<file path="src/hw/fpu_pkg.sv">
package fpu_pkg;

  // ------------------------------
  // word layout
  // ------------------------------
  localparam int FP_W     = 32;
  localparam int EXP_W    = 8;
  localparam int MAN_W    = 23;
  localparam int SIG_W    = MAN_W + 1;
  localparam int EXP_BIAS = 127;
  localparam int EXP_MAX  = 255;

  // add/sub working width with two integer bits and guard, round and sticky.
  localparam int ADD_W    = SIG_W + 5;

  localparam logic [FP_W-1:0] QNAN = 32'h7fc00000;

  typedef logic [FP_W-1:0]  fp_t;
  typedef logic [EXP_W-1:0] exp_t;
  typedef logic [SIG_W-1:0] sig_t;

  // ------------------------------
  // encodings
  // ------------------------------
  typedef enum logic [1:0] {
    op_add = 2'd0,
    op_sub = 2'd1,
    op_mul = 2'd2
  } e_fpu_op;

  typedef enum logic [2:0] {
    idle           = 3'd0,
    load           = 3'd1,
    execute        = 3'd2,
    result_valid   = 3'd3,
    finish         = 3'd4,
    wait_start_low = 3'd5
  } e_seq_st;

endpackage

</file>
<file path="src/hw/fpu_add_sub.sv">
`timescale 1ns/1ps

module fpu_add_sub
  import fpu_pkg::*;
(
  input  e_fpu_op op,
  input  logic    a_sign,
  input  exp_t    a_exp,
  input  sig_t    a_sig,
  input  logic    a_inf,
  input  logic    a_zero,
  input  logic    b_sign,
  input  exp_t    b_exp,
  input  sig_t    b_sig,
  input  logic    b_inf,
  input  logic    b_zero,
  output fp_t     addsub_result
);

  logic             a_big;
  exp_t             diff;
  exp_t             exp_big;
  logic [ADD_W-1:0] a_al;
  logic [ADD_W-1:0] b_al;
  logic [ADD_W-1:0] a_tc;
  logic [ADD_W-1:0] b_tc;
  logic [ADD_W-1:0] sum;
  logic [ADD_W-1:0] mag;
  logic [ADD_W-1:0] mag1;
  logic [ADD_W-1:0] norm;
  logic [EXP_W:0]   e1;
  logic [EXP_W:0]   e_norm;
  logic [EXP_W:0]   e_field;
  logic [4:0]       lz;
  logic [4:0]       shift;
  logic             b_eff_sign;
  logic             res_sign;
  logic             round_up;
  logic [SIG_W:0]   rounded;
  logic [MAN_W-1:0] frac;

  // shift right, folding every dropped bit into the sticky position.
  function automatic logic [ADD_W-1:0] align(input sig_t s, input exp_t amount);
    logic [ADD_W-1:0] ext;
    logic [ADD_W-1:0] shifted;
    logic             sticky;
    ext     = {2'b00, s, 3'b000};
    shifted = ext >> amount;
    sticky  = (shifted << amount) != ext;
    return {shifted[ADD_W-1:1], shifted[0] | sticky};
  endfunction

  function automatic logic [4:0] lzc(input logic [ADD_W-3:0] v);
    for (int i = ADD_W - 3; i >= 0; i--) begin
      if (v[i]) return 5'(ADD_W - 3 - i);
    end
    return 5'(ADD_W - 2);
  endfunction

  // ------------------------------
  // align and add
  // ------------------------------
  assign a_big      = a_exp >= b_exp;
  assign diff       = a_big ? a_exp - b_exp : b_exp - a_exp;
  assign exp_big    = a_big ? a_exp : b_exp;
  assign a_al       = a_big ? {2'b00, a_sig, 3'b000} : align(a_sig, diff);
  assign b_al       = a_big ? align(b_sig, diff) : {2'b00, b_sig, 3'b000};
  assign b_eff_sign = b_sign ^ (op == op_sub);
  assign a_tc       = a_sign ? -a_al : a_al;
  assign b_tc       = b_eff_sign ? -b_al : b_al;
  assign sum        = a_tc + b_tc;
  assign res_sign   = sum[ADD_W-1];
  assign mag        = res_sign ? -sum : sum;

  // carry out moves the point one place left.
  assign mag1 = mag[ADD_W-2] ? {1'b0, mag[ADD_W-1:2], mag[1] | mag[0]} : mag;
  assign e1   = {1'b0, exp_big} + (EXP_W+1)'(mag[ADD_W-2]);

  // ------------------------------
  // normalize, stopping at exponent 1
  // ------------------------------
  assign lz     = lzc(mag1[ADD_W-3:0]);
  assign shift  = ((EXP_W+1)'(lz) < e1) ? lz : 5'(e1 - (EXP_W+1)'(1));
  assign norm   = mag1 << shift;
  assign e_norm = e1 - (EXP_W+1)'(shift);

  // nearest even on guard, round and sticky.
  assign round_up = norm[2] & (norm[1] | norm[0] | norm[3]);
  assign rounded  = {1'b0, norm[ADD_W-3:3]} + (SIG_W+1)'(round_up);
  assign e_field  = rounded[SIG_W]   ? e_norm + (EXP_W+1)'(1) :
                    rounded[SIG_W-1] ? e_norm : '0;
  assign frac     = rounded[SIG_W] ? rounded[SIG_W-1:1] : rounded[MAN_W-1:0];

  always_comb begin
    if (a_inf && b_inf) begin
      addsub_result = (a_sign != b_eff_sign) ? QNAN :
                      {a_sign, EXP_W'(EXP_MAX), {MAN_W{1'b0}}};
    end else if (a_inf) begin
      addsub_result = {a_sign, EXP_W'(EXP_MAX), {MAN_W{1'b0}}};
    end else if (b_inf) begin
      addsub_result = {b_eff_sign, EXP_W'(EXP_MAX), {MAN_W{1'b0}}};
    end else if ((a_zero && b_zero) || mag == '0) begin
      addsub_result = '0;
    end else begin
      addsub_result = {res_sign, e_field[EXP_W-1:0], frac};
    end
  end

endmodule

</file>
<file path="src/hw/fpu_control.sv">
`timescale 1ns/1ps

module fpu_control
  import fpu_pkg::*;
(
  input  logic clk,
  input  logic arst,
  input  logic start,
  output logic load,
  output logic busy,
  output logic cmd_end
);

  e_seq_st state;
  e_seq_st next_state;
  logic    start_r;

  // start is sampled once before the sequence leaves idle.
  always_ff @(posedge clk, posedge arst) begin
    if (arst) begin
      start_r <= 1'b0;
    end else begin
      start_r <= start;
    end
  end

  always_comb begin
    next_state = state;
    case (state)
      idle: begin
        if (start_r) next_state = fpu_pkg::load;
      end
      fpu_pkg::load: next_state = execute;
      execute:       next_state = result_valid;
      result_valid:  next_state = finish;
      finish:        next_state = wait_start_low;
      wait_start_low: begin
        if (!start) next_state = idle;
      end
      default:       next_state = idle;
    endcase
  end

  always_ff @(posedge clk, posedge arst) begin
    if (arst) begin
      state <= idle;
    end else begin
      state <= next_state;
    end
  end

  // ------------------------------
  // registered outputs
  // ------------------------------
  always_ff @(posedge clk, posedge arst) begin
    if (arst) begin
      load    <= 1'b0;
      busy    <= 1'b0;
      cmd_end <= 1'b0;
    end else begin
      load    <= (next_state == fpu_pkg::load);
      busy    <= (next_state != idle);
      // result is reported once the wait state holds.
      cmd_end <= (state == wait_start_low) && (next_state == wait_start_low);
    end
  end

endmodule

</file>
<file path="src/hw/fpu_mul.sv">
`timescale 1ns/1ps

module fpu_mul
  import fpu_pkg::*;
(
  input  logic a_sign,
  input  exp_t a_exp,
  input  sig_t a_sig,
  input  logic a_inf,
  input  logic a_zero,
  input  logic b_sign,
  input  exp_t b_exp,
  input  sig_t b_sig,
  input  logic b_inf,
  input  logic b_zero,
  output fp_t  mul_result
);

  logic [2*SIG_W-1:0] product;
  logic [2*SIG_W-1:0] prod_norm;
  logic [EXP_W+1:0]   exp_sum;
  logic [EXP_W+1:0]   exp_norm;
  logic [EXP_W+1:0]   exp_final;
  logic               guard;
  logic               sticky;
  logic               round_up;
  logic [SIG_W:0]     rounded;
  logic [MAN_W-1:0]   frac;
  logic               sign;

  assign product = (2*SIG_W)'(a_sig) * (2*SIG_W)'(b_sig);
  assign exp_sum = (EXP_W+2)'(a_exp) + (EXP_W+2)'(b_exp) - (EXP_W+2)'(EXP_BIAS);
  assign sign    = a_sign ^ b_sign;

  // product is 1x.xx or 01.xx; bring the leading one to the top bit.
  assign prod_norm = product[2*SIG_W-1] ? product : product << 1;
  assign exp_norm  = exp_sum + (EXP_W+2)'(product[2*SIG_W-1]);

  // ------------------------------
  // round to nearest even
  // ------------------------------
  assign guard    = prod_norm[SIG_W-1];
  assign sticky   = |prod_norm[SIG_W-2:0];
  assign round_up = guard & (sticky | prod_norm[SIG_W]);
  assign rounded  = {1'b0, prod_norm[2*SIG_W-1:SIG_W]} + (SIG_W+1)'(round_up);

  // a rounding carry leaves 10.000, so one more shift.
  assign exp_final = exp_norm + (EXP_W+2)'(rounded[SIG_W]);
  assign frac      = rounded[SIG_W] ? rounded[SIG_W-1:1] : rounded[MAN_W-1:0];

  always_comb begin
    if ((a_zero && b_inf) || (a_inf && b_zero)) begin
      mul_result = QNAN;
    end else if (a_inf || b_inf) begin
      mul_result = {sign, EXP_W'(EXP_MAX), {MAN_W{1'b0}}};
    end else if (a_zero || b_zero) begin
      mul_result = {sign, {(FP_W-1){1'b0}}};
    end else begin
      mul_result = {sign, exp_final[EXP_W-1:0], frac};
    end
  end

endmodule

</file>
<file path="src/hw/fpu_operand_unpack.sv">
`timescale 1ns/1ps

module fpu_operand_unpack
  import fpu_pkg::*;
(
  input  logic    clk,
  input  logic    arst,
  input  logic    load,
  input  fp_t     a_operand,
  input  fp_t     b_operand,
  input  e_fpu_op operation,
  output e_fpu_op op,
  output logic    a_sign,
  output logic    b_sign,
  output exp_t    a_exp,
  output exp_t    b_exp,
  output sig_t    a_sig,
  output sig_t    b_sig,
  output logic    a_nan,
  output logic    a_inf,
  output logic    a_zero,
  output logic    b_nan,
  output logic    b_inf,
  output logic    b_zero
);

  exp_t a_in_exp;
  exp_t b_in_exp;
  logic a_exp_nz;
  logic b_exp_nz;

  assign a_exp_nz = |a_operand[FP_W-2:MAN_W];
  assign b_exp_nz = |b_operand[FP_W-2:MAN_W];

  // subnormals load as exponent 1 without the hidden bit.
  assign a_in_exp = a_exp_nz ? a_operand[FP_W-2:MAN_W] : exp_t'(|a_operand[MAN_W-1:0]);
  assign b_in_exp = b_exp_nz ? b_operand[FP_W-2:MAN_W] : exp_t'(|b_operand[MAN_W-1:0]);

  always_ff @(posedge clk, posedge arst) begin
    if (arst) begin
      op     <= op_add;
      a_sign <= 1'b0;
      a_exp  <= '0;
      a_sig  <= '0;
      b_sign <= 1'b0;
      b_exp  <= '0;
      b_sig  <= '0;
    end else if (load) begin
      op     <= operation;
      a_sign <= a_operand[FP_W-1];
      a_exp  <= a_in_exp;
      a_sig  <= {a_exp_nz, a_operand[MAN_W-1:0]};
      b_sign <= b_operand[FP_W-1];
      b_exp  <= b_in_exp;
      b_sig  <= {b_exp_nz, b_operand[MAN_W-1:0]};
    end
  end

  // classes.
  assign a_nan  = (a_exp == EXP_W'(EXP_MAX)) && (|a_sig[MAN_W-1:0]);
  assign a_inf  = (a_exp == EXP_W'(EXP_MAX)) && !(|a_sig[MAN_W-1:0]);
  assign a_zero = (a_exp == '0) && !(|a_sig[MAN_W-1:0]);
  assign b_nan  = (b_exp == EXP_W'(EXP_MAX)) && (|b_sig[MAN_W-1:0]);
  assign b_inf  = (b_exp == EXP_W'(EXP_MAX)) && !(|b_sig[MAN_W-1:0]);
  assign b_zero = (b_exp == '0) && !(|b_sig[MAN_W-1:0]);

endmodule

</file>
<file path="src/hw/fpu_result_pack.sv">
`timescale 1ns/1ps

module fpu_result_pack
  import fpu_pkg::*;
(
  input  e_fpu_op op,
  input  logic    a_sign,
  input  exp_t    a_exp,
  input  sig_t    a_sig,
  input  logic    b_sign,
  input  exp_t    b_exp,
  input  sig_t    b_sig,
  input  logic    a_nan,
  input  logic    b_nan,
  input  fp_t     addsub_result,
  input  fp_t     mul_result,
  output fp_t     ieee_packet_out
);

  // a NaN operand passes through untouched and a wins over b.
  always_comb begin
    if (a_nan) begin
      ieee_packet_out = {a_sign, a_exp, a_sig[MAN_W-1:0]};
    end else if (b_nan) begin
      ieee_packet_out = {b_sign, b_exp, b_sig[MAN_W-1:0]};
    end else begin
      case (op)
        op_mul:  ieee_packet_out = mul_result;
        default: ieee_packet_out = addsub_result;
      endcase
    end
  end

endmodule

</file>
<file path="src/hw/fpu_top.sv">
`timescale 1ns/1ps

module fpu_top
  import fpu_pkg::*;
(
  input  logic    clk,
  input  logic    arst,
  input  fp_t     a_operand,
  input  fp_t     b_operand,
  input  e_fpu_op operation,
  input  logic    start,
  output fp_t     ieee_packet_out,
  output logic    cmd_end,
  output logic    busy
);

  logic    load;
  e_fpu_op op;
  logic    a_sign, b_sign;
  exp_t    a_exp, b_exp;
  sig_t    a_sig, b_sig;
  logic    a_nan, a_inf, a_zero;
  logic    b_nan, b_inf, b_zero;
  fp_t     addsub_result;
  fp_t     mul_result;

  fpu_control u_control (
    .clk(clk), .arst(arst), .start(start),
    .load(load), .busy(busy), .cmd_end(cmd_end)
  );

  fpu_operand_unpack u_unpack (
    .clk(clk), .arst(arst), .load(load),
    .a_operand(a_operand), .b_operand(b_operand), .operation(operation),
    .op(op), .a_sign(a_sign), .b_sign(b_sign), .a_exp(a_exp), .b_exp(b_exp),
    .a_sig(a_sig), .b_sig(b_sig), .a_nan(a_nan), .a_inf(a_inf), .a_zero(a_zero),
    .b_nan(b_nan), .b_inf(b_inf), .b_zero(b_zero)
  );

  fpu_add_sub u_add_sub (
    .op(op),
    .a_sign(a_sign), .a_exp(a_exp), .a_sig(a_sig), .a_inf(a_inf), .a_zero(a_zero),
    .b_sign(b_sign), .b_exp(b_exp), .b_sig(b_sig), .b_inf(b_inf), .b_zero(b_zero),
    .addsub_result(addsub_result)
  );

  fpu_mul u_mul (
    .a_sign(a_sign), .a_exp(a_exp), .a_sig(a_sig), .a_inf(a_inf), .a_zero(a_zero),
    .b_sign(b_sign), .b_exp(b_exp), .b_sig(b_sig), .b_inf(b_inf), .b_zero(b_zero),
    .mul_result(mul_result)
  );

  fpu_result_pack u_result_pack (
    .op(op),
    .a_sign(a_sign), .a_exp(a_exp), .a_sig(a_sig),
    .b_sign(b_sign), .b_exp(b_exp), .b_sig(b_sig),
    .a_nan(a_nan), .b_nan(b_nan),
    .addsub_result(addsub_result), .mul_result(mul_result),
    .ieee_packet_out(ieee_packet_out)
  );

endmodule

</file>
<file path="config.mk">
export PLATFORM = sky130hd
export DESIGN_NAME = fpu_top
export DESIGN_NICKNAME = d
export VERILOG_FILES = /design/src/hw/fpu_pkg.sv /design/src/hw/fpu_add_sub.sv /design/src/hw/fpu_control.sv /design/src/hw/fpu_mul.sv /design/src/hw/fpu_operand_unpack.sv /design/src/hw/fpu_result_pack.sv /design/src/hw/fpu_top.sv
export SDC_FILE = /design/constraint.sdc
export NUM_CORES = 2
export LEC_CHECK = 0
export BUFFER_PORTS_ARGS = -buffer_cell sky130_fd_sc_hd__buf_4
export CELL_PAD_IN_SITES_DETAIL_PLACEMENT = 1
export CELL_PAD_IN_SITES_GLOBAL_PLACEMENT = 1
export CORE_UTILIZATION = 40
export DETAILED_ROUTE_END_ITERATION = 8
export MAX_ROUTING_LAYER = met4
export PLACE_DENSITY_LB_ADDON = 0.05
export SYNTH_ARGS = -nofsm -noshare
export SYNTH_HDL_FRONTEND = slang
export SYNTH_SLANG_ARGS = --single-unit
</file>
<file path="constraint.sdc">
create_clock -name clk -period 27.1 [get_ports clk]
set_input_delay 5.42 -clock clk [delete_from_list [all_inputs] [get_ports clk]]
set_output_delay 5.42 -clock clk [all_outputs]
set_load 0.03 [all_outputs]
</file>
---- Word level (Yosys, flattened, before mapping) ----
Index checks and enable logic that the tools add are counted.
word-level totals
  bits in registers ....................... 75
  input bits .............................. 69
operators by class
  eq/ne operators ......................... 14
  shift-type cells ........................ 5
  reduce and logical (&&, ||, !) cells .... 29
  bitwise logic cells ..................... 10
  magnitude comparators ................... 2
  add/subtract/negate cells ............... 16
  $mul .................................... 1
  mux-type cells .......................... 687
operators with widths
  cell                  count
  $mux W5               176
  $mux W1               482
  $mux W32              9
  $mux W29              6
  $reduce_or A23 Y1     5
  $neg A29 Y29          3
  $mux W31              2
  $ne A29 B27 Y1        2
  $shl A29 B8 Y29       2
  $shr A27 B8 Y29       2
  $add A24 B1 Y25       2
  $mul A24 B24 Y48      1
  $mux W48              1
  $mux W8               6
  $mux W23              2
  $add A29 B29 Y29      1
  $logic_not A29 Y1     1
  $shl A29 B5 Y27       1
  $pmux W3 S6           1
  $add A8 B1 Y8         2
  $eq A8 B8 Y1 const B  2
  $logic_not A8 Y1      2
  $reduce_or A8 Y1      2
  $sub A8 B8 Y8         2
  other kinds (23)      49

---- Logic depth before layout (Yosys ltp) ----
  word-level depth ........................ 383
  mapped depth ............................ 83
  gate-level depth less buffers ........... 71

---- Cells and area by module ----
Synthesis repeated with hierarchy kept, for this count alone.
unflattened totals
  cells, all modules ...................... 5883
  area, all modules ....................... 44722.9 µm²
by module, submodules not included
  module              cells each  area an instance (µm²)  times used
  fpu_mul             2522        21246.6                 1
  fpu_add_sub         3018        19432.4                 1
  fpu_operand_unpack  205         2901.5                  1
  fpu_result_pack     114         852.1                   1
  fpu_control         24          290.3                   1

---- Worst setup path after synthesis ----
OpenSTA, ideal clock, no wires.
  path type ............................... reg-to-output
  from .................................... register u_unpack.a_exp[0]
  to ...................................... output port ieee_packet_out[6]
  data required time ...................... 21.680 ns
  slack ................................... 5.417 ns
  path buffers ............................ 9
  cell stages (with the launch flop) ...... 70
  arrival time ............................ 16.263 ns
  path through ............................ dfrtp_1 -> inv_1 -> ha_1 -> inv_1 -> fa_1 -> nand3_2 -> a31o_2 -> buf_6 -> nand3_2 -> buf_6 -> and3_1 -> a221o_1 -> a2111o_1 -> a32oi_2 -> a221oi_1 -> mux4_2 -> o221a_1 -> or4_1 -> [... 34 more ...] -> nand3_1 -> o21ai_0 -> a21oi_4 -> o31a_4 -> inv_4 -> buf_6 -> buf_6 -> buf_2 -> a31oi_1 -> a211oi_1 -> ha_1 -> o2111ai_1 -> nor4_4 -> nand4_1 -> nor2_1 -> a31oi_1 -> and3_1 -> a221oi_1
between the ends
  longest elaborated chain between the ends .. 202
  elaborated cells between the ends (all ways) .. 714
ends and longest elaborated chain
  what                                                  line                                  RTL
  from (decl)                                           fpu_operand_unpack.sv:15              output exp_t a_exp,
  from (signal assigned)                                fpu_operand_unpack.sv:51              a_exp <= a_in_exp;
  $sub A8 B8 Y8 / $ge A8 B8 Y1 (equally long branches)  fpu_add_sub.sv:64, fpu_add_sub.sv:63
  $mux W8                                               fpu_add_sub.sv:64                     assign diff = a_big ? a_exp - b_exp : b_exp - a_exp;
  $shr A27 B8 Y29                                       fpu_add_sub.sv:48                     shifted = ext >> amount;
  $shl A29 B8 Y29                                       fpu_add_sub.sv:49                     sticky = (shifted << amount) != ext;
  $ne A29 B27 Y1                                        fpu_add_sub.sv:49
  $or A1 B1 Y1                                          fpu_add_sub.sv:50                     return {shifted[ADD_W-1:1], shifted[0] | sticky};
  $mux W29 (on tied branches)                           fpu_add_sub.sv:66, fpu_add_sub.sv:67
  $neg A29 Y29 (on tied branches)                       fpu_add_sub.sv:69, fpu_add_sub.sv:70
  [... 186 more ...]                                    -
  $mux W23                                              fpu_add_sub.sv:92                     assign frac = rounded[SIG_W] ? rounded[SIG_W-1:1] : rounded[MAN_W-1:0];
  $mux W32                                              fpu_add_sub.sv:102                    end else if ((a_zero && b_zero) || mag == '0) begin
  $mux W32                                              fpu_add_sub.sv:100                    end else if (b_inf) begin
  $mux W32                                              fpu_add_sub.sv:98                     end else if (a_inf) begin
  $mux W32                                              fpu_add_sub.sv:95                     if (a_inf && b_inf) begin
  $mux W32                                              fpu_result_pack.sv:27                 case (op)
  $mux W32                                              fpu_result_pack.sv:24                 end else if (b_nan) begin
  $mux W32 (*)                                          fpu_result_pack.sv:22                 if (a_nan) begin
  to (decl)                                             fpu_top.sv:12                         output fp_t ieee_packet_out,
Mark *: on every way between the ends. The rest lies on a longest branch, timed or not. The select of a mux whose other input is x is not followed.

---- Final worst setup path ----
  from .................................... register u_unpack.b_exp[0]
  to ...................................... output port ieee_packet_out[1]
between the ends
  longest elaborated chain between the ends .. 202
  elaborated cells between the ends (all ways) .. 714
ends and longest elaborated chain
  what                                                  line                                  RTL
  from (decl)                                           fpu_operand_unpack.sv:16              output exp_t b_exp,
  from (signal assigned)                                fpu_operand_unpack.sv:54              b_exp <= b_in_exp;
  $sub A8 B8 Y8 / $ge A8 B8 Y1 (equally long branches)  fpu_add_sub.sv:64, fpu_add_sub.sv:63
  $mux W8                                               fpu_add_sub.sv:64
  $shr A27 B8 Y29                                       fpu_add_sub.sv:48
  $shl A29 B8 Y29                                       fpu_add_sub.sv:49
  $ne A29 B27 Y1                                        fpu_add_sub.sv:49
  $or A1 B1 Y1                                          fpu_add_sub.sv:50
  $mux W29 (on tied branches)                           fpu_add_sub.sv:66, fpu_add_sub.sv:67
  $neg A29 Y29 (on tied branches)                       fpu_add_sub.sv:69, fpu_add_sub.sv:70
  [... 186 more ...]                                    -
  $mux W23                                              fpu_add_sub.sv:92
  $mux W32                                              fpu_add_sub.sv:102
  $mux W32                                              fpu_add_sub.sv:100
  $mux W32                                              fpu_add_sub.sv:98
  $mux W32                                              fpu_add_sub.sv:95
  $mux W32                                              fpu_result_pack.sv:27
  $mux W32 (*)                                          fpu_result_pack.sv:24
  $mux W32 (*)                                          fpu_result_pack.sv:22
Marked as above.

==> impl_metrics.ini <==
[sta]
fmax_mhz = 38.0
final_skew_ns = 0.0438
finalHoldViolCount = 0
worst_slew_pin_slew_ns = 1.54
timing.final.ws_setup_ns = 0.801
finalWorstPathRequiredPeriod_ns = 26.30
relSlewSlack = -0.0325
final_max_slew_viol_count = 6
setup-tns-final_ns = 0
timing.final.crit_share = 0.970
setup-violations-final = 0
grt_setup_unrepaired = no

[clocking]
cts.htree.levels = 3
cts_setup_buffers = 0
clock_latency_late_sink_ns = 0.44
clock_path_buffers = 2
clock_tree.root_cell = clkbuf_16
clk_pin_slew_worst_paths_ns = 0.11
cts_tree = yes
cts_sinks = 75
cts-buffers-inserted = 9

[status]
violated_checks = capacitance limit, slew limit
run_status = complete, but fails checks

[global_routing]
grt_pass1_vias = 49048
antenna_found_initial = 22
grt_start_max_net_pins = 63
groute.usage.overall = 0.453
grt.overflow.total = 0
grt_pass1_wl_um = 350000

[min_path]
hold_class = register to register
cells_on_worst_hold_path = 1
holdCritStartpoint = u_unpack.a_sig[1]

[worst_setup_path]
cpMaxStageDelayCell = a221oi_1
worst_ep_required_time_ns = 21.68
critical_path_arrival_ns = 20.88
worst-path-max-fanout = 26
cpPeakStageDelay_ns = 1.07
crit_start = u_unpack.b_exp[0]
kind_of_start_point_of_the_critical_path = register
path_common_cell = nand2_1
ff2ff_path_depth = 2
crit_path_end_kind = output port
r2r_start = u_control.load
path_class = register to output port

[detailed_routing]
routed_wire_length_um = 243000
routed-via-count = 48659
drt-initial-drc-count = 5801
route.antenna.remaining_nets = 0
via_density_per_instance = 6.83
route.detailed.drc = 0
detail_route.first_pass.iterations = 6
post_drt_wl_per_cell_um = 34.0

[synth]
top_area_cell_type_share_of_the_netlist_area = 0.226
syn_avg_cell_area_um2 = 7.52
yosysWarnings = 0
synth.distinct_cells = 127
synth_async_sr_flop_share = 1.00
synth_fp_nets = 6552
post_synth_main_area_contributors = fa_1 (23%), ha_1 (7.2%), nand2_1 (6.7%)
postSynthRegisterBits = 75
syn-cell-area_um2 = 43200
post-synth-top-count-cell = nand2_1
top_cell_types_by_occurrence_after_synthesis = nand2_1 (775), inv_1 (587), fa_1 (488)
number_of_enable_flip_flop_cells_after_synthesis = 0
synthesis.instances = 5747
yosysTopAreaCell = fa_1
synth_seq_area_share = 0.0434
synth-main-ff-cell = dfrtp_1

[run]
max_cap_violations = 1

[floorplan]
die_w_um = 331
initial_utilization = 0.404
dieHeight_um = 331
fp.dieArea_um2 = 109000
ioPinCount = 103
core_area_um2 = 107000
std_cell_rows = 120

[finish]
drive_above_1_share = 0.105
area_growth_pct = 7.32
design.final.nets = 6491

[place]
preCtsSetupSlack_ns = 1.43
dpl.hpwl_um = 186000
port-buffer-count = 102
finalWeightedCongestion = 1.10
## path summary, 6_finish.rpt
check	to	slack [ns]
worst min-delay path	u_unpack.a_sig[1]	0.51
worst max-delay path	ieee_packet_out[1]	0.80
min in group asynchronous	u_unpack.a_sig[19]	5.01
worst min register to register	u_unpack.a_sig[1]	0.51
worst max register to register	u_unpack.a_sig[13]	25.16
max in group asynchronous	u_control.load	20.81
## state kept, by name, indices dropped and copies added, names as in the netlist, 2 cells and up
name / count
u_unpack.b_sig: 24
u_unpack.a_exp: 8
u_control.state: 3
u_unpack.b_exp: 8
u_unpack.op: 2
u_unpack.a_sig: 24
## through the flow
step	utilization	hold slack, ns	instance area (um2)	std cells
6_report	0.433	0.511	46400	7127
5_1_grt	0.433	0.551	46400	7114
4_1_cts	0.432	0.518	46200	7093
3_5_place_dp	0.429	0.502	45900	7077
3_3_place_gp	0.429	0.495	45900	7077
2_1_floorplan	-	0.505	43200	5747
## cell families (layout without fill, tap and decap cells)
logic type | Yosys count | in the layout | synth area share
AOI/OAI and AO/OA | 1434 | 1434 | 0.230
DFF | 75 | 75 | 0.0434
and+or+nand+nor | 2069 | 2070 | 0.234
muxes | 218 | 218 | 0.0592
adders and majority gates | 736 | 736 | 0.298
buffers and inverters | 994 | 937 | 0.0907
other | 1 | 34 | 0.0000867
xor gates and xnor gates | 220 | 220 | 0.0446
## repair_timing
action | CTS | global route
gates resized for setup | 0 | 13
hold buffers | 0 | 0
endpoints found under the setup margin | 0 | 31
## critical path, delay by kind of cell, from the launching register on
family                   cells  cell delay, ns
AND/OR/NAND/NOR             27            6.27
multiplexers                 1            0.59
buffers and inverters        8            2.14
AO/OA/AOI/OAI               24            8.26
flip-flops                   1            0.48
XOR/XNOR                     3            0.92
adder cells (fa/ha/maj)      5            1.74
## layer usage
metal | routed length (um) | track usage
met1 | 99500 | 0.580
met2 | 101000 | 0.641
met3 | 27800 | 0.135
met4 | 14600 | 0.231
met5 | 0 | -
## layout by cell type (no fill, tap or decap), drive strengths merged, types with 60 or more instances in the layout
| cell type | netlist | routed |
|---|---|---|
| ha | 248 | 248 |
| a21oi | 281 | 281 |
| o211ai | 81 | 81 |
| xnor2 | 142 | 142 |
| nor2 | 317 | 318 |
| nor3 | 144 | 144 |
| mux2i | 115 | 115 |
| nor4 | 72 | 72 |
| and3 | 60 | 60 |
| fa | 488 | 488 |
| a21o | 63 | 63 |
| inv | 590 | 593 |
| xor2 | 78 | 78 |
| nand3 | 187 | 187 |
| dfrtp | 75 | 75 |
| a211oi | 83 | 83 |
| mux2 | 82 | 82 |
| nand2 | 778 | 778 |
| o21ai | 301 | 301 |
| and2 | 243 | 243 |
| a31oi | 64 | 64 |
| buf | 125 | 327 |
| nand4 | 77 | 77 |
## cell type report
cell class / count / area [um2]
Antenna cell: 33 / 82.6
Timing Repair Buffer: 327 / 2470
Fill cell: 13229 / 60600
Tap cell: 1403 / 1760
Clock inverter: 7 / 80.1
Sequential cell: 75 / 1890
Clock buffer: 9 / 225
Multi-Input combinational cell: 4679 / 37700
Inverter: 594 / 2240
Power is not shown: default switching activity piles up to over one toggle a cycle in this logic, so the estimate is an artifact.
